### config.mk
export PLATFORM = sky130hd
export DESIGN_NAME = core_pipeline
export DESIGN_NICKNAME = d
export VERILOG_FILES = /design/src/common/core_pkg.sv /design/src/core/core_alu.sv /design/src/core/core_pipeline.sv
export VERILOG_INCLUDE_DIRS = /design/src /design/src/common
export SDC_FILE = /design/constraint.sdc
export NUM_CORES = 2
export LEC_CHECK = 0
export ABC_CLOCK_PERIOD_IN_PS = 8590
export BUFFER_PORTS_ARGS = -buffer_cell sky130_fd_sc_hd__buf_4
export CORE_MARGIN = 2
export CORE_UTILIZATION = 60
export DETAILED_ROUTE_END_ITERATION = 16
export MAX_ROUTING_LAYER = met4
export PLACE_DENSITY = 0.76
export SLEW_MARGIN = 20
export SYNTH_ARGS = -nofsm -noshare
export SYNTH_HDL_FRONTEND = slang
export SYNTH_SLANG_ARGS = --single-unit
export TNS_END_PERCENT = 5
### constraint.sdc
create_clock -name clk -period 8.59 [get_ports clk]
set_input_delay 0.859 -clock clk [delete_from_list [all_inputs] [get_ports clk]]
set_output_delay 0.859 -clock clk [all_outputs]
set_load 0.01 [all_outputs]
### src/common/dual_core_settings.svh
`ifndef DUAL_CORE_SETTINGS_SVH
`define DUAL_CORE_SETTINGS_SVH

// data path and instruction word
`define DATA_W 32

// register file index, 32 registers
`define REG_IDX_W 5

// per-core instruction memory, 32 words
`define IMEM_ADDR_W 5

// shared data memory, 256 words
`define DMEM_ADDR_W 8

// constant field in the low instruction bits
`define IMM_W 15

`endif

### src/common/core_pkg.sv
`default_nettype none
`include "dual_core_settings.svh"

package core_pkg;

	typedef logic [`DATA_W-1:0] word_t;         // data or instruction word
	typedef logic [`REG_IDX_W-1:0] reg_idx_t;
	typedef logic [`IMEM_ADDR_W-1:0] pc_t;
	typedef logic [`DMEM_ADDR_W-1:0] dmem_addr_t; // word address, not byte

	// opcode field, bits 31:26
	// anything above OP_SW decodes as a halt
	typedef enum logic [5:0] {
		OP_HALT = 6'd0,
		OP_ADD  = 6'd1,
		OP_SUB  = 6'd2,
		OP_AND  = 6'd3,
		OP_OR   = 6'd4,
		OP_XOR  = 6'd5,
		OP_SLT  = 6'd6,   // signed compare
		OP_ADDI = 6'd7,
		OP_LW   = 6'd8,
		OP_SW   = 6'd9
	} op_t;

endpackage

`default_nettype wire

### src/core/core_alu.sv
`timescale 1ns/100ps
`default_nettype none
`include "dual_core_settings.svh"

module core_alu import core_pkg::*; (
	input wire word_t instr,
	input wire word_t rs_val,
	input wire word_t rt_val,
	output op_t op,
	output reg_idx_t dest,
	output logic writes_reg,
	output logic is_load,
	output logic is_store,
	output word_t result
);

	logic [5:0] opcode;
	reg_idx_t rt;
	reg_idx_t rd;
	logic [`IMM_W-1:0] imm;
	word_t imm_ext;

	assign opcode = instr[31:26];
	assign rt = instr[19:15];
	assign rd = instr[14:10];   // overlaps the top of the constant
	assign imm = instr[`IMM_W-1:0];
	assign imm_ext = {{(`DATA_W-`IMM_W){imm[`IMM_W-1]}}, imm};

	// unknown opcodes fold into halt
	always_comb begin
		if (opcode <= OP_SW)
			op = op_t'(opcode);
		else
			op = OP_HALT;
	end

	always_comb begin
		result = '0;
		dest = rd;
		writes_reg = 1'b1;
		is_load = 1'b0;
		is_store = 1'b0;
		case (op)
			OP_ADD: result = rs_val + rt_val;
			OP_SUB: result = rs_val - rt_val;
			OP_AND: result = rs_val & rt_val;
			OP_OR: result = rs_val | rt_val;
			OP_XOR: result = rs_val ^ rt_val;
			OP_SLT: result = word_t'($signed(rs_val) < $signed(rt_val));
			OP_ADDI: begin
				result = rs_val + imm_ext;
				dest = rt;
			end
			OP_LW: begin
				result = rs_val + imm_ext;   // effective address
				dest = rt;
				is_load = 1'b1;
			end
			OP_SW: begin
				result = rs_val + imm_ext;
				writes_reg = 1'b0;
				is_store = 1'b1;
			end
			default: writes_reg = 1'b0;   // halt
		endcase

		// r0 is hardwired to zero, so a write to it is dropped here
		if (dest == '0)
			writes_reg = 1'b0;
	end

endmodule

`default_nettype wire

### src/core/core_pipeline.sv
`timescale 1ns/100ps
`default_nettype none
`include "dual_core_settings.svh"

module core_pipeline import core_pkg::*; (
	input wire logic clk,
	input wire logic rst,
	input wire logic run,
	input wire logic prog_we,
	input wire pc_t prog_addr,
	input wire word_t prog_data,
	input wire logic mem_ack,
	input wire word_t mem_rdata,
	output logic mem_req,
	output logic mem_we,
	output dmem_addr_t mem_addr,
	output word_t mem_wdata,
	output logic done
);

	word_t imem [0:(1<<`IMEM_ADDR_W)-1];
	word_t rf [0:(1<<`REG_IDX_W)-1];

	pc_t pc;
	word_t fetch_word;
	logic fetch_halt;

	logic fd_valid;
	word_t fd_instr;
	reg_idx_t fd_rs;
	reg_idx_t fd_rt;
	word_t rs_val;
	word_t rt_val;

	op_t dec_op;
	reg_idx_t dec_dest;
	logic dec_writes;
	logic dec_load;
	logic dec_store;
	word_t dec_result;
	logic uses_rt;

	logic mw_valid;
	logic mw_halt;
	logic mw_writes;
	logic mw_load;
	logic mw_store;
	reg_idx_t mw_dest;
	word_t mw_result;
	word_t mw_wdata;
	word_t wb_data;

	logic mem_wait;
	logic load_use;

	// program load port
	always_ff @(posedge clk) begin
		if (prog_we)
			imem[prog_addr] <= prog_data;
	end

	// fetch stops advancing once it sees the halt word
	assign fetch_word = imem[pc];
	assign fetch_halt = (fetch_word[31:26] == OP_HALT) || (fetch_word[31:26] > OP_SW);

	// memory stage holds the whole core until ack
	assign mem_wait = mw_valid && (mw_load || mw_store) && !mem_ack;

	assign uses_rt = dec_op inside {OP_ADD, OP_SUB, OP_AND, OP_OR, OP_XOR, OP_SLT, OP_SW};
	assign load_use = fd_valid && mw_valid && mw_load && mw_writes &&
		(((dec_op != OP_HALT) && (fd_rs == mw_dest)) || (uses_rt && (fd_rt == mw_dest)));

	always_ff @(posedge clk) begin
		if (rst) begin
			pc <= '0;
			fd_valid <= 1'b0;
		end else if (!mem_wait && !load_use) begin
			fd_valid <= run;
			if (run && !fetch_halt)
				pc <= pc + pc_t'(1);
		end
	end

	always_ff @(posedge clk) begin
		if (!mem_wait && !load_use)
			fd_instr <= fetch_word;
	end

	assign fd_rs = fd_instr[24:20];
	assign fd_rt = fd_instr[19:15];

	// value leaving the last stage, also bypassed into decode
	assign wb_data = mw_load ? mem_rdata : mw_result;
	assign rs_val = (mw_valid && mw_writes && (mw_dest == fd_rs)) ? wb_data : rf[fd_rs];
	assign rt_val = (mw_valid && mw_writes && (mw_dest == fd_rt)) ? wb_data : rf[fd_rt];

	core_alu u_alu (
		.instr      (fd_instr),
		.rs_val     (rs_val),
		.rt_val     (rt_val),
		.op         (dec_op),
		.dest       (dec_dest),
		.writes_reg (dec_writes),
		.is_load    (dec_load),
		.is_store   (dec_store),
		.result     (dec_result)
	);

	always_ff @(posedge clk) begin
		if (rst)
			rf <= '{default: '0};
		else if (mw_valid && mw_writes && !mem_wait)
			rf[mw_dest] <= wb_data;
	end

	// a load-use hit turns into a bubble here
	always_ff @(posedge clk) begin
		if (rst)
			mw_valid <= 1'b0;
		else if (!mem_wait)
			mw_valid <= fd_valid && !load_use;
	end

	always_ff @(posedge clk) begin
		if (!mem_wait) begin
			mw_halt <= (dec_op == OP_HALT);
			mw_writes <= dec_writes;
			mw_load <= dec_load;
			mw_store <= dec_store;
			mw_dest <= dec_dest;
			mw_result <= dec_result;
			mw_wdata <= rt_val;   // store data
		end
	end

	always_ff @(posedge clk) begin
		if (rst)
			done <= 1'b0;
		else if (mw_valid && mw_halt)
			done <= 1'b1;   // sticky until reset
	end

	assign mem_req = mw_valid && (mw_load || mw_store);
	assign mem_we = mw_store;
	assign mem_addr = mw_result[`DMEM_ADDR_W-1:0];
	assign mem_wdata = mw_wdata;

	// request fields stay put while waiting on the arbiter
	req_held: assert property (@(posedge clk) disable iff (rst)
		mem_req && !mem_ack |=> mem_req && $stable(mem_we) && $stable(mem_addr) &&
			$stable(mem_wdata));

endmodule

`default_nettype wire

== After elaboration in Yosys (flattened, before gate mapping) ==
Memory sizes are Yosys's and may differ from the RTL's. A register that Yosys moved wholly into a read port is not among the register bits.
Index checks and enable logic that the tools add are counted.

* Output and inout bits: 43
* Input bits: 74
* Logic and storage cells: 130
* Memories: 1
* Memory bits (writable): 1024
* Bits in registers: 1137

{| class="wikitable"
|+ Memories
! memory !! words !! width !! read ports !! clocked after Yosys merged registers in !! write ports !! RTL line !! source
|-
| imem || 32 || 32 || 1 || 1 || 1 || core_pipeline.sv:21 || <nowiki>word_t imem [0:(1<<`IMEM_ADDR_W)-1];</nowiki>
|}

* Bitwise gates (word level): 6
* Add/subtract/negate cells: 4
* Reductions and logical operators: 33
* Muxes and demuxes: 22
* Equality and inequality tests: 13
* Magnitude comparators: 7

{| class="wikitable"
|+ Operators with widths
! operator !! count
|-
| bitwise mux 1024 bit || 1
|-
| binary-select mux 32 bit (select 5 bit) || 2
|-
| two-way mux 32 bit || 8
|-
| case mux 32 bit (7 select lines) || 1
|-
| demux 32 bit (select 5 bit) || 1
|-
| adder 32 bit || 2
|-
| bitwise AND 32 bit || 1
|-
| < comparator 32 bit || 1
|-
| bitwise OR 32 bit || 1
|-
| subtractor 32 bit || 1
|-
| XOR 32 bit || 1
|-
| equality test 6 x 3 -> 1 bit, second input constant || 4
|-
| equality test 5 bit || 4
|-
| >= comparator 6 bit, second input constant || 3
|-
| NOT 5 -> 6 bit || 3
|-
| logical AND 1 bit || 17
|-
| two-way mux 5 bit || 3
|-
| equality test 6 x 2 -> 1 bit, second input constant || 2
|-
| equality test 6 x 4 -> 1 bit, second input constant || 2
|-
| logical NOT 6 bit || 2
|-
| OR reduction 8 bit || 1
|-
| nonzero test 7 bit || 1
|-
| equality test 6 x 1 -> 1 bit, second input constant || 1
|-
| greater-than comparator 6 x 4 -> 1 bit, second input constant || 1
|-
| other kinds (12) || 21
|}

== Logic depth before layout (Yosys ltp) ==
* Word-level depth: 12
* Gate-level depth with buffers: 22
* Gate-level depth less buffers: 19

== By module ==
Synthesis repeated with hierarchy kept, for this count alone.

* Cells, all modules: 7158
* Area, all modules: 99366.6 um2

{| class="wikitable"
|+ By module, submodules not included
! module !! seq. area each (um2) !! instances !! area an instance (um2) !! cells an instance
|-
| core_pipeline || 54662.4 || 1 || 93463.4 || 6318
|-
| core_alu || 0.0 || 1 || 5903.2 || 840
|}

== Worst setup path before layout ==
OpenSTA, ideal clock, no wires.

* Path kind: register -> register
* Start point: register fd_instr[20]
* End point: register mw_result[30], data pin
* Cell stages (with the launch flop): 21
* Clock period less this slack: 5949 ps
* Required time: 8331 ps
* Path buffers: 4
* Arrival: 5691 ps
* Setup slack: 2641 ps
* Library setup time: 259 ps
* Cells stage by stage: edfxtp_1 buf_2 buf_1 clkbuf_1 buf_1 mux4_2 mux4_2 mux2i_1 mux2_2 inv_1 ha_1 fa_1 a211oi_1 o21ai_0 o211a_1 o21ai_0 o31ai_1 a221o_1 a221oi_1 nand2_1 a211o_1

* Cells in the longest elaborated chain, start to end: 7
* Elaborated cells on any way between the ends: 14
* Those cells by class: 3 x add/sub; 1 x eq/ne; 5 x mux; 4 x bitwise; 1 x reduce/logical

{| class="wikitable"
|+ Ends and longest elaborated chain
! what !! RTL line !! source
|-
| start: declaration || core_pipeline.sv:29 || <nowiki>word_t fd_instr;</nowiki>
|-
| start signal: assignment || core_pipeline.sv:86 || <nowiki>fd_instr <= fetch_word;</nowiki>
|-
| NOT 5 -> 6 bit (implied by the code) || core_pipeline.sv:94 || <nowiki>assign rs_val = (mw_valid && mw_writes && (mw_dest == fd_rs)) ? wb_data : rf[fd_rs];</nowiki>
|-
| binary-select mux 32 bit (select 5 bit) || core_pipeline.sv:94 ||
|-
| two-way mux 32 bit (implied by the code) (2 in a row) || core_pipeline.sv:94 ||
|-
| two-way mux 32 bit * || core_pipeline.sv:94 ||
|-
| adder 32 bit (tied with other cells) || core_alu.sv:51, core_alu.sv:55, core_alu.sv:60 ||
|-
| case mux 32 bit (7 select lines) * || core_alu.sv:43 || <nowiki>case (op)</nowiki>
|-
| end signal: assignment || core_pipeline.sv:131 || <nowiki>mw_result <= dec_result;</nowiki>
|-
| end: declaration || core_pipeline.sv:49 || <nowiki>word_t mw_result;</nowiki>
|}

Every way passes the cells marked *; elsewhere a longest branch is shown, timed or not. The select of a mux whose other input is x is not followed.
A chain may end at the register's enable or synchronous reset.

== Final worst setup path ==
* Start point: register fd_instr[16]
* End point: register mw_result[28], data pin

* Cells in the longest elaborated chain, start to end: 7
* Elaborated cells on any way between the ends: 13
* Those cells by class: 2 x add/sub; 1 x eq/ne; 5 x mux; 4 x bitwise; 1 x reduce/logical

{| class="wikitable"
|+ Ends and longest elaborated chain
! what !! RTL line !! source
|-
| NOT 5 -> 6 bit (implied by the code) || core_pipeline.sv:95 || <nowiki>assign rt_val = (mw_valid && mw_writes && (mw_dest == fd_rt)) ? wb_data : rf[fd_rt];</nowiki>
|-
| binary-select mux 32 bit (select 5 bit) || core_pipeline.sv:95 ||
|-
| two-way mux 32 bit (implied by the code) (2 in a row) || core_pipeline.sv:95 ||
|-
| two-way mux 32 bit * || core_pipeline.sv:95 ||
|-
| net rt_val[1] || core_pipeline.sv:33 || <nowiki>word_t rt_val;</nowiki>
|-
| subtractor 32 bit or adder 32 bit (tied branches) || core_alu.sv:45, core_alu.sv:44 ||
|-
| case mux 32 bit (7 select lines) * || core_alu.sv:43 ||
|}

Mark *: on every way through the listed nets, which the timed path passes. The rest lies on a longest branch. The select of a mux whose other input is x is not followed.

==> impl_metrics.prom <==
# TYPE chip_impl_metric gauge
chip_impl_metric{name="yosys-mux-area-fraction",unit="%"} 23.6
chip_impl_metric{name="post-route-cell-area",unit="mm^2"} 0.108
chip_impl_metric{name="drtAntennaViolNets",unit=""} 0
chip_impl_info{name="synth-main-ff-cell",value="edfxtp_1"} 1
chip_impl_info{name="startpoint_type",value="flip-flop"} 1
chip_impl_metric{name="fin_setup_tns",unit="ns"} 0
chip_impl_metric{name="synthesis.instances",unit=""} 6977
chip_impl_metric{name="timing.final.setup_violations",unit=""} 0
chip_impl_metric{name="post_synth_instance_area",unit="mm^2"} 0.0973
chip_impl_metric{name="seq_area_frac_synth",unit="%"} 55.1
chip_impl_info{name="worstSetupEndpointType",value="flip-flop"} 1
chip_impl_metric{name="drv_cap",unit=""} 0
chip_impl_metric{name="cts_max_path_buffers",unit=""} 3
chip_impl_metric{name="detailedRoute.firstIterationViolations",unit=""} 9296
chip_impl_metric{name="timing.slew.headroom",unit="%"} 15.5
chip_impl_info{name="clock_tree.root_cell",value="clkbuf_16"} 1
chip_impl_metric{name="postSynth.asyncResetShare",unit="%"} 0
chip_impl_metric{name="synth-adder-area-share",unit="%"} 1.69
chip_impl_metric{name="timing.reg2reg.worst_path_depth",unit=""} 17
chip_impl_metric{name="average_wire_per_cell_in_the_routed_design",unit="um"} 31.8
chip_impl_metric{name="synth_compound_area_share",unit="%"} 10.3
chip_impl_metric{name="area_growth_syn_to_fin",unit="%"} 10.6
chip_impl_metric{name="post_synth_xor_area_fraction",unit="%"} 0.459
chip_impl_metric{name="grt_max_degree",unit=""} 221
chip_impl_metric{name="worst-endpoint-required",unit="ns"} 9.19
chip_impl_metric{name="vias",unit=""} 64680
chip_impl_metric{name="post_synthesis_area_per_instance",unit="um^2"} 13.9
chip_impl_metric{name="r2r_slack",unit="ns"} 1.44
chip_impl_metric{name="drt_pre_antenna_iters",unit=""} 7
chip_impl_metric{name="placement.io_buffers",unit=""} 115
chip_impl_metric{name="grt_util_all_layers",unit="%"} 36.2
chip_impl_metric{name="cts_bufs_inserted",unit=""} 202
chip_impl_metric{name="antenna_found_initial",unit=""} 3
chip_impl_info{name="combinational_family_with_the_most_area_after_synthesis",value="multiplexers"} 1
chip_impl_info{name="timing_worst_setup_path_type",value="reg2reg"} 1
chip_impl_metric{name="synthSimpleGateAreaFrac",unit="%"} 5.63
chip_impl_metric{name="mappedNetlistNets",unit=""} 7181
chip_impl_metric{name="power-per-cell-area",unit="mW/mm^2"} 192
chip_impl_metric{name="max_clock_freq",unit="GHz"} 0.140
chip_impl_metric{name="rows",unit=""} 147
chip_impl_metric{name="via_count_of_the_first_global_routing_pass",unit=""} 64143
chip_impl_metric{name="initial_utilization",unit="%"} 60.5
chip_impl_metric{name="synth.yosys.warnings",unit=""} 0
chip_impl_info{name="worst_hold_path.endpoint",value="fd_valid$_SDFFE_PP0P_"} 1
chip_impl_metric{name="cts_hold_buffers",unit=""} 0
chip_impl_metric{name="period_share",unit="%"} 83.3
chip_impl_metric{name="placed_cell_area",unit="mm^2"} 0.101
chip_impl_metric{name="fin_clk_skew",unit="ns"} 0.0285
chip_impl_metric{name="total_congestion_overflow",unit=""} 0
chip_impl_metric{name="finalHoldViolations",unit=""} 0
chip_impl_info{name="worst_r2r_endpoint",value="mw_result[28]$_SDFFCE_PN0N_"} 1
chip_impl_metric{name="postRouteWirelength",unit="mm"} 290
chip_impl_metric{name="routed_via_density",unit=""} 7.09
chip_impl_metric{name="max_slew.worst_pin.slew",unit="ns"} 1.27
chip_impl_info{name="grt_setup_unrepaired",value="false"} 1
chip_impl_metric{name="post-layout-total-power",unit="uW"} 20600
chip_impl_info{name="reg2reg_start",value="fd_instr[16]$_DFFE_PP_"} 1
chip_impl_metric{name="die-area",unit="mm^2"} 0.165
chip_impl_metric{name="cp.arrival",unit="ns"} 7.75
chip_impl_metric{name="vdd_drop_max",unit="mV"} 0.308
chip_impl_metric{name="buffers_inserted_during_post_cts_setup_optimization",unit=""} 0
chip_impl_metric{name="gpl.final_weighted_congestion",unit=""} 0.947
chip_impl_metric{name="shortest_period_the_worst_path_allows",unit="ns"} 7.15
chip_impl_info{name="run_status",value="finished clean"} 1
chip_impl_metric{name="h_tree_levels",unit=""} 4
chip_impl_info{name="min-delay-start",value="run"} 1
chip_impl_metric{name="synth_edf_count",unit=""} 1096
chip_impl_metric{name="fp.dieH",unit="um"} 407
chip_impl_metric{name="fin_nets",unit=""} 6994
chip_impl_metric{name="fin_worst_hold_slack",unit="ns"} 0.278
chip_impl_metric{name="hold_path_depth",unit=""} 3
chip_impl_metric{name="layout-drive-gt1-share",unit="%"} 25.2
chip_impl_metric{name="cellLeakagePower",unit="uW"} 0.0337
chip_impl_metric{name="synth_cell_type_count",unit=""} 65
chip_impl_metric{name="post_cts_resize_count",unit=""} 0
chip_impl_metric{name="route.detailed.drc",unit=""} 0
chip_impl_info{name="tritoncts_clock_tree",value="built"} 1
chip_impl_metric{name="fillerInstances",unit=""} 10660
chip_impl_metric{name="dpl.hpwl",unit="mm"} 159
chip_impl_metric{name="fp.dieW",unit="um"} 407
chip_impl_metric{name="largest_driver_fanout_on_the_critical_path",unit=""} 76
chip_impl_metric{name="core_region_area",unit="mm^2"} 0.161
chip_impl_metric{name="grt_pass1_wl",unit="mm"} 424
chip_impl_info{name="holdCritPathClass",value="in2reg"} 1
chip_impl_metric{name="clock_latency",unit="ns"} 0.88
chip_impl_metric{name="cts.sinks",unit=""} 2133
chip_impl_metric{name="cts.reportedPaths.clkPinSlew",unit="ns"} 0.07
chip_impl_metric{name="pin_count",unit=""} 117
chip_impl_metric{name="finalMaxSlewViolations",unit=""} 0
chip_impl_metric{name="final_core_util",unit="%"} 67.0
chip_impl_metric{name="synth.ff_latch_count",unit=""} 2133
## stage by stage
step,std cells,setup slack [ns]
5_1_grt,9119,1.04
3_5_place_dp,8735,1.62
4_1_cts,9106,1.57
6_report,9121,1.44
2_1_floorplan,6977,2.64
3_3_place_gp,8732,1.58
## per-layer routing
metal	GRT usage, %	vias to the layer above	part of all wire [%]
li1	-	27018	-
met1	45.4	32472	35
met2	56.3	4221	48
met3	5.54	969	9.8
met4	21.7	0	6.9
met5	-	-	0
## cell usage in the layout, fill, tap and decap left out, types with 44 or more instances in the layout
cell	instances
nor2_1	1107
edfxtp_1	1096
a211oi_1	1046
dfxtp_1	1032
mux4_2	945
buf_4	269
clkbuf_16	205
ha_1	128
o21ai_0	103
inv_1	100
nand2_1	87
a21oi_1	87
mux2_2	84
nor2_4	67
mux2i_1	46
clkbuf_1	44
## critical path, stage by stage (launching register included)
cell and delay [ns]:
edfxtp_1 0.79, buf_12 0.44, mux4_2 0.40, mux4_2 0.46, nor2b_1 0.16, a211oi_1 0.79, a21oi_1 0.22, inv_1 0.22
fa_1 0.25, nor2b_1 0.19, o221ai_1 0.26, a2111oi_0 0.59, nor2_1 0.26, o31a_1 0.46, o21ai_0 0.58, a2111oi_0 0.24
a221oi_1 0.30, o211ai_1 0.15
## worst max-delay path by stage
stage | end | cells after the start | startpoint | slack (ns)
after floorplan | mw_result[30]$_SDFFCE_PN0N_ | 20 | fd_instr[20]$_DFFE_PP_ | 2.64
after global placement | mw_result[28]$_SDFFCE_PN0N_ | 17 | fd_instr[15]$_DFFE_PP_ | 1.58
after detailed placement | mw_result[28]$_SDFFCE_PN0N_ | 18 | fd_instr[15]$_DFFE_PP_ | 1.62
after CTS | mw_result[28]$_SDFFCE_PN0N_ | 18 | fd_instr[15]$_DFFE_PP_ | 1.57
after global routing | mw_result[28]$_SDFFCE_PN0N_ | 17 | fd_instr[15]$_DFFE_PP_ | 1.04
final | mw_result[28]$_SDFFCE_PN0N_ | 17 | fd_instr[16]$_DFFE_PP_ | 1.44
## area by class of cell
class	instances	area, um^2	share of cell area (%)
multi-input cells	4051	41400	38.5
clock buffers	265	5520	5.12
inverters	101	380	0.353
repair buffers	301	2710	2.51
diodes	4	10.0	0.00930
well taps	2160	2700	2.51
flip-flops and latches	2133	53700	49.9
clock inverters	106	1240	1.15
## cell families (layout without fill, tap and decap cells)
group	count (synthesis)	after routing
buffers and inverters	793	773
other	0	4
muxes	1107	1107
and+or+nand+nor	1380	1380
xor gates and xnor gates	51	51
adders and majority gates	130	130
AOI/OAI and AO/OA	1383	1383
DFF	2133	2133
## state kept, by name, indices dropped and copies added (netlist names), named ones only
signal / flops
done: 1
fd_instr: 31
fd_valid: 1
imem: 992
mem_wdata: 32
mem_we: 1
mw_dest: 5
mw_halt: 1
mw_load: 1
mw_result: 32
mw_valid: 1
mw_writes: 1
pc: 5
rf: 1024
## cell usage after synthesis (all sizes together) (4+ instances only)
cell type,instances,area share [%]
o21ai,103,0.53
a31oi,7,0.045
or2,7,0.045
nand3b,11,0.085
nor2,1175,4.5
or3b,4,0.036
a221o,7,0.072
ha,128,1.6
nor3,10,0.051
xnor2,36,0.32
and3,8,0.051
nor2b,23,0.15
o31ai,9,0.069
inv,101,0.39
nand3,18,0.093
o21a,6,0.046
o21bai,14,0.11
mux2i,78,0.80
o311ai,4,0.036
dfxtp,1037,21
mux4,945,22
o211ai,13,0.10
buf,95,0.45
a21o,12,0.093
mux2,84,0.97
nand4,6,0.039
nand2b,7,0.045
a211o,4,0.036
nor4,5,0.032
a2111oi,5,0.051
clkbuf,597,2.3
xor2,15,0.13
a21oi,87,0.45
edfxtp,1096,34
a221oi,21,0.19
a211oi,1047,8.1
nand2,88,0.34
o221ai,16,0.14
or3,10,0.064
## power by group
| part | switching [uW] | total, uW | internal, uW | leakage, uW |
|---|---|---|---|---|
| combinational | 432 | 660 | 227 | 0.0119 |
| sequential | 40.6 | 10800 | 10800 | 0.0185 |
| clock | 4030 | 9170 | 5140 | 0.00328 |
(Power assumes the default switching activity.)
