===== src/common/dual_core_settings.svh =====
`ifndef DUAL_CORE_SETTINGS_SVH
`define DUAL_CORE_SETTINGS_SVH

// data path and instruction word
`define DATA_W 32

// register file index, 32 registers
`define REG_IDX_W 5

// per-core instruction memory, 32 words
`define IMEM_ADDR_W 5

// shared data memory, 256 words
`define DMEM_ADDR_W 8

// constant field in the low instruction bits
`define IMM_W 15

`endif


===== src/common/core_pkg.sv =====
`default_nettype none
`include "dual_core_settings.svh"

package core_pkg;

	typedef logic [`DATA_W-1:0] word_t;         // data or instruction word
	typedef logic [`REG_IDX_W-1:0] reg_idx_t;
	typedef logic [`IMEM_ADDR_W-1:0] pc_t;
	typedef logic [`DMEM_ADDR_W-1:0] dmem_addr_t; // word address, not byte

	// opcode field, bits 31:26
	// anything above OP_SW decodes as a halt
	typedef enum logic [5:0] {
		OP_HALT = 6'd0,
		OP_ADD  = 6'd1,
		OP_SUB  = 6'd2,
		OP_AND  = 6'd3,
		OP_OR   = 6'd4,
		OP_XOR  = 6'd5,
		OP_SLT  = 6'd6,   // signed compare
		OP_ADDI = 6'd7,
		OP_LW   = 6'd8,
		OP_SW   = 6'd9
	} op_t;

endpackage

`default_nettype wire


===== src/hdl/mem_arbiter.sv =====
`timescale 1ns/100ps
`default_nettype none
`include "dual_core_settings.svh"

module mem_arbiter import core_pkg::*; (
	input wire logic clk,
	input wire logic rst,
	input wire logic req0,
	input wire logic we0,
	input wire dmem_addr_t addr0,
	input wire word_t wdata0,
	input wire logic req1,
	input wire logic we1,
	input wire dmem_addr_t addr1,
	input wire word_t wdata1,
	input wire word_t ram_rdata,
	output logic ack0,
	output logic ack1,
	output word_t rdata0,
	output word_t rdata1,
	output logic ram_en,
	output logic ram_we,
	output dmem_addr_t ram_addr,
	output word_t ram_wdata
);

	logic last;       // core granted most recently and acked next
	logic ack_pend;   // access from last cycle being acked now
	logic elig0;
	logic elig1;
	logic sel;

	// a core still holds req in its ack cycle, so skip it then
	assign elig0 = req0 && !(ack_pend && !last);
	assign elig1 = req1 && !(ack_pend && last);

	always_comb begin
		if (elig0 && elig1)
			sel = ~last;   // round robin on a tie
		else
			sel = elig1;
	end

	assign ram_en = elig0 || elig1;
	assign ram_we = sel ? we1 : we0;
	assign ram_addr = sel ? addr1 : addr0;
	assign ram_wdata = sel ? wdata1 : wdata0;

	always_ff @(posedge clk) begin
		if (rst) begin
			last <= 1'b0;
			ack_pend <= 1'b0;
		end else begin
			ack_pend <= ram_en;
			if (ram_en)
				last <= sel;
		end
	end

	assign ack0 = ack_pend && !last;
	assign ack1 = ack_pend && last;
	assign rdata0 = ram_rdata;   // valid with ack0
	assign rdata1 = ram_rdata;

	one_ack: assert property (@(posedge clk) disable iff (rst) !(ack0 && ack1));

	// an ack only goes to a core that still holds its request
	ack_to_requester: assert property (@(posedge clk) disable iff (rst)
		(!ack0 || req0) && (!ack1 || req1));

endmodule

`default_nettype wire


===== config.mk =====
export PLATFORM = sky130hd
export DESIGN_NAME = mem_arbiter
export DESIGN_NICKNAME = d
export VERILOG_FILES = /design/src/common/core_pkg.sv /design/src/hdl/mem_arbiter.sv
export VERILOG_INCLUDE_DIRS = /design/src /design/src/common
export SDC_FILE = /design/constraint.sdc
export NUM_CORES = 1
export LEC_CHECK = 0
export ABC_AREA = 1
export ABC_CLOCK_PERIOD_IN_PS = 1200
export BUFFER_PORTS_ARGS = -buffer_cell sky130_fd_sc_hd__buf_2
export CAP_MARGIN = 20
export CORE_AREA = 3 3 85 87
export CTS_BUF_LIST = sky130_fd_sc_hd__clkbuf_4 sky130_fd_sc_hd__clkbuf_8
export DETAILED_ROUTE_END_ITERATION = 8
export DIE_AREA = 0 0 88 90
export PLACE_DENSITY = 0.65
export SYNTH_ARGS = -nofsm -noshare
export SYNTH_HDL_FRONTEND = slang
export SYNTH_SLANG_ARGS = --single-unit

===== constraint.sdc =====
create_clock -name clk -period 1.2 [get_ports clk]
set_input_delay 0.06 -clock clk [delete_from_list [all_inputs] [get_ports clk]]
set_output_delay 0.06 -clock clk [all_outputs]
set_load 0.01 [all_outputs]

; Yosys cells after proc, flatten, opt, wreduce, memory -nomap -nowiden
; Index checks and enable logic that the tools add are counted.
[word_totals]
reg_bits = 2
latchBits = 0
ram_bits = 0
mem_bits_ro = 0
out_inout_bits = 108
wordCells = 16
memories = 0
[classes]
addsub = 0
n_mul = 0
div_mod_pow = 0
magnitude_cmp = 0
n_eq_ne = 0
shift = 0
n_mux = 4
bitwise = 1
n_reduce_logical = 9
[ops]
columns = op, count
row1 = $mux W32, 1
row2 = $mux W8, 1
row3 = $logic_and A1 B1 Y1, 5
row4 = $logic_not A1 Y1, 3
row5 = $mux W1, 2
row6 = $logic_or A1 B1 Y1, 1
row7 = $not A1 Y1, 1

; Depth between registers and ports, before layout
; Gate-level depths: netlist of run 1.
[depth]
word_depth = 7
mapped_depth = 5
ltp_nobuf = 4

; Worst setup path before layout of run 1
; OpenSTA, ideal clock, no wires.
[synth_timing]
kind = register to output
start = register last
end = output port ram_addr[0]
arrival_ns = 0.866
t_required_ns = 1.140
slack_ns = 0.274
path_stages_with_launch = 6
cell_sequence = dfxtp_1 nand2_2 nand3_2 buf_4 nand2_1 nand2_1
[synth_via]
elab_chain_cells = 7
[synth_rtl]
columns = element, line_no
row1 = start: declaration, mem_arbiter.sv:27  ; logic last;
row2 = start signal: assignment, mem_arbiter.sv:56  ; last <= sel;
row3 = $logic_not A1 Y1, mem_arbiter.sv:34  ; assign elig0 = req0 && !(ack_pend && !last);
row4 = $logic_and A1 B1 Y1, mem_arbiter.sv:34
row5 = $logic_not A1 Y1, mem_arbiter.sv:34
row6 = $logic_and A1 B1 Y1, mem_arbiter.sv:34
row7 = $logic_and A1 B1 Y1, mem_arbiter.sv:38  ; if (elig0 && elig1)
row8 = $mux W1 *, mem_arbiter.sv:38
row9 = $mux W8 *, mem_arbiter.sv:46  ; assign ram_addr = sel ? addr1 : addr0;
row10 = end: declaration, mem_arbiter.sv:23  ; output dmem_addr_t ram_addr,
; Mark *: on every way between the ends. The rest lies on a longest branch, timed or not.

; Worst setup path in the final report of run 1
[layout_timing]
start = register last
end = output port ram_wdata[4]
[layout_via]
elab_chain_cells = 7
[layout_rtl]
columns = element, line_no
row1 = $logic_not A1 Y1, mem_arbiter.sv:34
row2 = $logic_and A1 B1 Y1, mem_arbiter.sv:34
row3 = $logic_not A1 Y1, mem_arbiter.sv:34
row4 = $logic_and A1 B1 Y1, mem_arbiter.sv:34
row5 = $logic_and A1 B1 Y1, mem_arbiter.sv:38
row6 = $mux W1 *, mem_arbiter.sv:38
row7 = $mux W32 *, mem_arbiter.sv:47  ; assign ram_wdata = sel ? wdata1 : wdata0;
row8 = end: declaration, mem_arbiter.sv:24  ; output word_t ram_wdata
; Marked as above.

==> summary.txt, run 1 <==
Outcome
  • Outcome: finished, violations left
  • Failing checks: negative setup slack

Floorplan
  • DIE AREA: 7920 um^2
  • Row count: 29
  • Die X: 88 um
  • Initial Util: 0.193
  • Chip Height: 90 um
  • Core area: 6420 um^2
  • # IOs: 226

Route
  • DRC violations left: 0
  • Drt initial violations: 20
  • Final wirelength: 4.97 mm
  • Vias per Instance: 4.50
  • Final ANT Viol Nets: 0
  • DRT Pass-1 Iters: 4
  • Wire length per cell: 13.9 um
  • Vias after detailed routing: 1,610

Worst setup path
  • Critical Path AT: 1220 ps
  • CP dominant cell by count: nand2_1
  • WP data required: 1140 ps
  • Worst Setup End Kind: output pin
  • Crit start category: flip-flop
  • CP max stage delay: 350 ps
  • CP max FO: 14
  • CP max stage cell: dfxtp_4
  • Crit path cell chain: nand2_4 > nand3_4 > buf_12 > nand2_1 > nand2_1 > buf_2
  • CP Class: reg2out

Cells and area
  • Commonest non-fill, non-tap cell in the layout: buf_2
  • Area Growth Syn to Fin: 36.9%
  • Fill cells: 736
  • Finished Layout Cells: 358
  • Net count, final: 401
  • Diodes inserted: 0
  • Commonest cells after routing, fill and taps aside: 126 x buf_2, 67 x nand2_1, 41 x nand4_1
  • Ratio of cells with drive above 1 in the final layout: 0.594
  • Fin util: 0.265

Clocking
  • CTS buffer count: 3
  • CTS tree: built
  • Clock sink count: 2
  • CTS Buffer Depth: 2
  • Max H-tree Level: 1
  • Clk slew on worst S/H paths: 30 ps
  • CTS hold repair buffers: 0
  • Worst skew pair latency: 210 ps
  • Clock Root Buffer: clkbuf_8

Job
  • Max_cap viols: 0

Timing
  • Slew @ Worst Pin: 189 ps
  • Post-route setup slack: -79.1 ps
  • Fmax: 782 MHz
  • Final Max Slew Viols: 0
  • Clk_skew: 2.27 ps
  • Endpoints failing setup: 41
  • Setup TNS: -2120 ps
  • Final period util: 1.07
  • Slew headroom: 0.874
  • Fin. Hold Viols: 0
  • Post-layout min period: 1280 ps
  • Worst hold margin: 20.2 ps
  • Setup repair after global routing missed its margin: yes

GRT
  • All-layer global routing usage: 0.108
  • GRT Residual Overflow: 0
  • First-pass GRT wire length: 6.99 mm
  • Initial antenna violation count: 0
  • Vias in the first global route: 1,544
  • Largest net degree at the start of global routing: 44

Placement
  • Dpl hpwl: 3.86 mm
  • Placed insts: 352
  • PortBufs: 129
  • Final RePlAce weighted congestion: 0.709

Min path
  • Hold crit path type: in2reg

Yosys
  • #FFs+latches synth: 2
  • Syn_nets: 337
  • Cells after Synth: 219
  • Post-Syn Area per Cell: 5.67 um^2
  • Synth Area in Compound Gates: 0.00403
  • Post-synthesis xor/xnor area fraction: 0
  • Sequential area share after synthesis: 0.0322
  • Adder-Cell Fraction of Synth Area: 0
  • Simple-gate area share of the yosys netlist: 0.493
  • Largest family of logic cells by synthesized area: simple AND/OR/NAND/NOR gates
  • Post-synthesis mux area share: 0
  • Mapped Area: 1240 um^2
  • Yosys warning total: 0
  • Netlist cell types: 12

Power and ir drop
  • Max IR drop VDD: 0.213 mV
  • PwrDens: 647 nW/um^2
  • Static leakage: 0.00107 uW
## power by group
group / total [uW] / switching (uW) / internal (uW)
Sequential: 80.4 / 7.33 / 73.1
Clock: 258 / 46.9 / 212
Combinational: 761 / 395 / 366
Total: 1100 / 449 / 650
## flip-flops by register name (all words and copies together), names as in the netlist
signal and flops:
last 1, ack_pend 1
## metal layers
layer	global-route usage	wire length [um]	vias to the layer above
met5	0	0	-
met4	0.0716	246	0
met3	0.0219	528	35
met2	0.197	2480	90
met1	0.106	1710	698
li1	-	-	787
## Yosys cell counts
master,instances,share of area
buf_4,69,0.42
clkbuf_1,4,0.012
inv_1,3,0.0091
dfxtp_1,2,0.032
nor2_1,1,0.0030
buf_2,8,0.032
nand4_1,41,0.21
nand3_2,1,0.0081
nand2_1,86,0.26
a21oi_1,1,0.0040
nor3b_1,1,0.0060
nand2_2,2,0.010
## path summary, 6_finish.rpt
path                        from                   to  slack [ps]  cells after the start
max reg2reg    last$_SDFFE_PP0P_  ack_pend$_SDFF_PP0_         260                      4
min reg2reg  ack_pend$_SDFF_PP0_  ack_pend$_SDFF_PP0_         630                      3
min                          rst  ack_pend$_SDFF_PP0_          20                      2
max            last$_SDFFE_PP0P_         ram_wdata[4]         -80                      6
## through the flow
stage | setup WS, ps | cell area, um^2 | total power, uW
floorplan | 274 | 1240 | 637
global placement | 7.42 | 1500 | 746
detailed placement | -46.5 | 1500 | 757
CTS | -86.7 | 1560 | 1040
global route | -137 | 1700 | 1200
finish | -79.1 | 1700 | 1100
## critical path, delay by kind of cell, from the launching register on
kind	cells	cell delay [ps]
flops	1	350
simple gates	4	340
buf+inv	2	310
## cells by family after synthesis
family                 count (synthesis)
and+or+nand+nor                      132
buffers and inverters                 84
DFF                                    2
AOI/OAI and AO/OA                      1
## repair_timing
item	4_1_cts	5_1_grt
gates cloned	0	2
endpoints found under the setup margin	43	42
pin swaps	0	2
gates resized for setup	6	29
setup buffers	0	1
## final cells by class
type,instances,area [um^2],share of cell area
Sequential cell,2,45.0,0.0265
Clock buffer,3,41.3,0.0243
Timing Repair Buffer,140,813,0.478
Multi-Input combinational cell,133,693,0.408
Tap cell,77,96.3,0.0567
Inverter,3,11.3,0.00662
Power figures use the tool's default switching activity.
==> inputs of run 2 (changes only) <==
- ABC_CLOCK_PERIOD_IN_PS: 1200 -> 1300
- clock period: 1.2 -> 1.3 ns (I/O delays scaled with it)
==> run 2 against run 1 <==
Effect of this change: the run still ends with negative setup slack left; power decreased by 11%; critical path depth decreased by 1; sequential share of layout area about the same; flip-flop and latch count unchanged.
==> summary.txt, run 2 (same netlist as run 1, synthesis figures left out) <==
Clocking
  • Max H-tree Level: 1 (unchanged)
  • Post-CTS Setup Repair Bufs: 0 (unchanged)
  • CTS Buffer Depth: 2 (unchanged)
  • Clock Root Buffer: clkbuf_8
  • Clock sink count: 2 (unchanged)
  • CTS buffer count: 3 (unchanged)
  • CTS tree: built
  • CTS hold repair buffers: 0 (unchanged)
  • Worst skew pair latency: 210 ps (about the same)
  • Clk slew on worst S/H paths: 30 ps (about the same)

Route
  • Wire length per cell: 13.9 um (+0.34%)
  • Final ANT Viol Nets: 0 (unchanged)
  • Vias after detailed routing: 1,584 (-1.6%)
  • DRT Pass-1 Iters: 5 (+1)
  • Vias per Instance: 4.46 (-0.78%)
  • Final wirelength: 4.94 mm (-0.50%)
  • DRC violations left: 0 (unchanged)
  • Drt initial violations: 32 (+60%)

GRT
  • Initial antenna violation count: 0 (unchanged)
  • Largest net degree at the start of global routing: 44 (unchanged)
  • GRT Residual Overflow: 0 (unchanged)
  • Vias in the first global route: 1,467 (-5.0%)
  • First-pass GRT wire length: 6.87 mm (-1.8%)
  • All-layer global routing usage: 0.105 (-0.00257)

Cells and area
  • Diodes inserted: 0 (unchanged)
  • Commonest non-fill, non-tap cell in the layout: buf_2
  • Fill cells: 745 (+1.2%)
  • Fin area: 1630 um^2 (-4.0%)
  • Commonest cells after routing, fill and taps aside: 129 x buf_2, 77 x nand2_1, 41 x nand4_1
  • Ratio of cells with drive above 1 in the final layout: 0.550 (-0.0439)
  • Regs by FF count: ack_pend x1, last x1
  • Area Growth Syn to Fin: 31.3%
  • Net count, final: 398 (-0.75%)

Min path
  • WHS Endpoint: last$_SDFFE_PP0P_
  • WHS Path Cells: 2 (unchanged)
  • Hold_sp: rst
  • Hold crit path type: in2reg

Timing
  • Clk_skew: 2.87 ps (+0.601 ps)
  • Fmax: 759 MHz
  • Final period util: 1.01
  • Slew @ Worst Pin: 213 ps (+23.6 ps)
  • Fin. Hold Viols: 0 (unchanged)
  • Endpoints failing setup: 1 (-98%)
  • Setup repair after global routing missed its margin: yes
  • Slew headroom: 0.858 (-0.0158)
  • Setup TNS: -17.1 ps (+2100 ps)
  • Post-layout min period: 1320 ps
  • Post-route setup slack: -17.1 ps (+62.0 ps)
  • Final Max Slew Viols: 0 (unchanged)

Floorplan
  • Core area: 6420 um^2 (unchanged)
  • Initial Util: 0.193 (unchanged)
  • Chip Height: 90 um (unchanged)
  • # IOs: 226 (unchanged)
  • Die X: 88 um (unchanged)
  • Row count: 29 (unchanged)
  • DIE AREA: 7920 um^2 (unchanged)

Job
  • Max_cap viols: 0 (unchanged)

Placement
  • DP Area: 1470 um^2 (-1.8%)
  • PortBufs: 129 (unchanged)
  • Dpl hpwl: 3.62 mm (-6.1%)
  • Final RePlAce weighted congestion: 0.698 (-1.5%)

Worst setup path
  • Critical Path AT: 1250 ps (+30 ps)
  • R2r startpoint: last$_SDFFE_PP0P_
  • WP data required: 1240 ps (+100 ps)
  • CP Class: reg2out
  • Worst reg2reg setup slack: 350 ps (+90 ps)
  • CP max FO: 42 (+28)
  • Worst Setup End Kind: output pin
  • Worst reg2reg path depth: 4 (unchanged)
  • Worst setup path startpoint: last$_SDFFE_PP0P_
  • Crit start category: flip-flop
  • R2r endpoint: ack_pend$_SDFF_PP0_

Power and ir drop
  • PwrDens: 603 nW/um^2 (-6.8%)
  • Max IR drop VDD: 0.230 mV (+8.1%)
  • Static leakage: 0.00104 uW (-2.4%)

Outcome
  • Failing checks: negative setup slack
  • Outcome: finished, violations left
-- run 2: cell types whose count changed in the layout (fill, tap and decap cells not counted) --
cell	before	now
buf_6	4	0
nand2_2	17	9
buf_8	1	0
dfxtp_2	1	0
nand2_4	4	2
dfxtp_1	0	1
nand2_1	67	77
buf_2	126	129
buf_4	5	3
buf_16	0	1
-- run 2: cell type report --
cell class	count	area [um^2]	share of cell area
flip-flops and latches	2	43.8	0.0268
inverters	3	11.3	0.00690
well taps	77	96.3	0.0590
repair buffers	137	781	0.479
multi-input cells	133	658	0.403
clock buffers	3	41.3	0.0253
-- run 2: timing repair --
item                       CTS  global route
cloned                       1             1
setup endpoints to repair   42            41
gates resized for setup      9            12
-- run 2: power breakdown --
part	internal (uW)	switching, uW
clock	195	44.1
sequential	66.9	7.43
combinational	317	353
-- run 2: metrics by stage --
step | std cells | hold WS, ps | power, uW | utilization | worst slack, ps
finish | 355 | 39.1 | 984 | 0.254 | -17.1
global route | 355 | 43.8 | 1070 | 0.254 | -54.6
CTS | 354 | 36.5 | 968 | 0.245 | -9.26
detailed placement | 350 | 130 | 683 | 0.229 | 17.8
global placement | 350 | 130 | 674 | 0.229 | 43.1
floorplan | 219 | 134 | 588 | - | 369
-- run 2: routing by layer --
| metal | global-route usage | wire length (um) |
|---|---|---|
| met1 | 0.108 | 1740 |
| met2 | 0.190 | 2390 |
| met3 | 0.0247 | 594 |
| met4 | 0.0563 | 220 |
| met5 | 0 | 0 |
-- run 2: worst max-delay path by stage --
stage,end,slack (ps),depth (start not counted)
floorplan,ram_addr[0],370,5
global placement,ram_wdata[9],40,5
detailed placement,ram_wdata[9],20,5
CTS,ram_wdata[9],-9,5
global route,ram_wdata[9],-50,5
finish,ram_wdata[9],-20,5
-- run 2: critical path, cell delays in order, from the launching register on --
cell     delay [ps]
dfxtp_4         350
nand2_4          90
buf_12          210
nand4_1         150
nand2_1         100
buf_2           120
==> inputs of run 3 (changes only) <==
--- a/config.mk
+++ b/config.mk
@@ -16,4 +16,5 @@
 export DIE_AREA = 0 0 88 90
 export PLACE_DENSITY = 0.65
+export RECOVER_POWER = 25
 export SYNTH_ARGS = -nofsm -noshare
 export SYNTH_HDL_FRONTEND = slang
==> constraint.sdc (replaced) <==
create_clock -name clk -period 1.3 [get_ports clk]
set_input_delay 0.195 -clock clk [delete_from_list [all_inputs] [get_ports clk]]
set_output_delay 0.195 -clock clk [all_outputs]
set_load 0.01 [all_outputs]
==> run 3 against run 2 <==
Effect of this change: highest routed layer unchanged; design area decreased by 1.2%; the flow still finishes with violations (negative setup slack); non-clock buffer count increased by 1; flip-flop and latch count unchanged; sequential share of layout area increased by 0.11 points; first-iteration DRC count decreased by 28%; critical path depth increased by 1.
==> summary.txt, run 3 (same netlist as run 1, synthesis figures left out) <==
Worst setup path
  • WP data required: 1110 ps (-130 ps)
  • Crit start category: flip-flop
  • Critical Path AT: 1190 ps (-60 ps)
  • CP Class: reg2out
  • R2r startpoint: last$_SDFFE_PP0P_
  • Worst Setup End Kind: output pin
  • Worst setup path startpoint: last$_SDFFE_PP0P_
  • CP max FO: 25 (-40%)

Route
  • Drt initial violations: 23 (-28%)
  • Final ANT Viol Nets: 0 (unchanged)
  • Final wirelength: 4.65 mm (-6.0%)
  • DRC violations left: 0 (unchanged)
  • Vias after detailed routing: 1,563 (-1.3%)
  • Wire length per cell: 13.0 um (-6.3%)
  • DRT Pass-1 Iters: 4 (-1)
  • Vias per Instance: 4.39 (-1.6%)

Outcome
  • Failing checks: negative setup slack
  • Outcome: finished, violations left

Floorplan
  • Die X: 88 um (unchanged)
  • Initial Util: 0.193 (unchanged)
  • DIE AREA: 7920 um^2 (unchanged)
  • Core area: 6420 um^2 (unchanged)
  • Chip Height: 90 um (unchanged)
  • Row count: 29 (unchanged)
  • # IOs: 226 (unchanged)

Placement
  • Placed insts: 353 (+0.86%)
  • PortBufs: 129 (unchanged)
  • Dpl hpwl: 3.94 mm (+8.6%)
  • Final RePlAce weighted congestion: 0.686 (-1.7%)

Clocking
  • Clock Root Buffer: clkbuf_8
  • CTS buffer count: 3 (unchanged)
  • Clock sink count: 2 (unchanged)
  • CTS hold repair buffers: 0 (unchanged)
  • CTS tree: built
  • Clk slew on worst S/H paths: 30 ps (about the same)
  • CTS Buffer Depth: 2 (unchanged)
  • Post-CTS Setup Repair Bufs: 0 (unchanged)
  • Worst skew pair latency: 220 ps (about the same)
  • Max H-tree Level: 1 (unchanged)

Timing
  • Setup repair after global routing missed its margin: yes
  • Endpoints failing setup: 42 (+41)
  • Final Max Slew Viols: 0 (unchanged)
  • Final period util: 1.07 (+0.0543)
  • Post-route setup slack: -87.7 ps (-70.6 ps)
  • Slew headroom: 0.872 (+0.0143)
  • Clk_skew: 0.970 ps (-1.90 ps)
  • Setup TNS: -2810 ps (-2800 ps)
  • Fin. Hold Viols: 0 (unchanged)
  • Slew @ Worst Pin: 191 ps (-21.4 ps)
  • Fmax: 721 MHz (-5.1%)
  • Post-layout min period: 1390 ps (+70.6 ps)

Power and ir drop
  • PwrDens: 604 nW/um^2 (+0.25%)
  • Max IR drop VDD: 0.227 mV (-1.0%)
  • Static leakage: 0.00104 uW (-0.36%)

Cells and area
  • Diodes inserted: 0 (unchanged)
  • Finished Layout Cells: 356 (+0.28%)
  • Multi-input logic area: 643 um^2 (-2.3%)
  • Area Growth Syn to Fin: 29.7%
  • FF+latch area: 45.0 um^2 (+2.9%)
  • Fill cells: 736 (-1.2%)
  • Regs by FF count: ack_pend x1, last x1
  • Ratio of cells with drive above 1 in the final layout: 0.534 (-0.0163)
  • Commonest cells after routing, fill and taps aside: 129 x buf_2, 83 x nand2_1, 41 x nand4_1
  • Commonest non-fill, non-tap cell in the layout: buf_2
  • Net count, final: 399 (+0.25%)

GRT
  • Initial antenna violation count: 0 (unchanged)
  • Largest net degree at the start of global routing: 30 (-32%)
  • GRT Residual Overflow: 0 (unchanged)
  • Vias in the first global route: 1,477 (+0.68%)
  • All-layer global routing usage: 0.107 (+0.00163)
  • First-pass GRT wire length: 6.88 mm (+0.20%)

Job
  • Max_cap viols: 0 (unchanged)

Min path
  • Hold_sp: rst
  • Hold crit path type: in2reg
[run 3: through the flow]
stage	utilization	hold WS [ps]	power, uW	instance area, um^2	worst slack, ps
2_1_floorplan	-	264	588	1240	239
3_3_place_gp	0.234	379	692	1500	77.7
3_5_place_dp	0.234	388	700	1500	37.2
4_1_cts	0.249	156	982	1600	-91.7
5_1_grt	0.251	179	1070	1610	-158
6_report	0.251	160	974	1610	-87.7
[run 3: layout make-up]
class,instances,share of cell area
Clock buffer,3,0.0256
Inverter,3,0.00699
Multi-Input combinational cell,133,0.399
Sequential cell,2,0.0280
Tap cell,77,0.0598
Timing Repair Buffer,138,0.481
[run 3: per-layer routing]
layer  track usage  wire (um)
met5             0          0
met4        0.0665        259
met3        0.0366        538
met1        0.0986       1540
met2         0.194       2310
[run 3: path summary, 6_finish.rpt]
path,depth (start not counted),slack [ps],endpoint
max reg2reg,4,380,ack_pend$_SDFF_PP0_
max,6,-90,ram_wdata[15]
min reg2reg,2,550,last$_SDFFE_PP0P_
min,2,160,ack_pend$_SDFF_PP0_
[run 3: repair_timing]
action                                  in CTS  in global routing
hold endpoints to repair                     0                  0
pin swaps                                    0                  0
gates resized for setup                     14                  4
endpoints found under the setup margin      43                 42
[run 3: worst max-delay path, cell delays in order (launching register included)]
cell and delay [ps]:
dfxtp_4 350, nand2_4 100, nand3_4 100, buf_12 170, nand2_1 70, nand2_1 40
buf_2 130
[run 3: where the power goes]
part / switching [uW] / internal, uW
registers: 7.31 / 67.4
clock network: 59.8 / 197
logic: 336 / 306
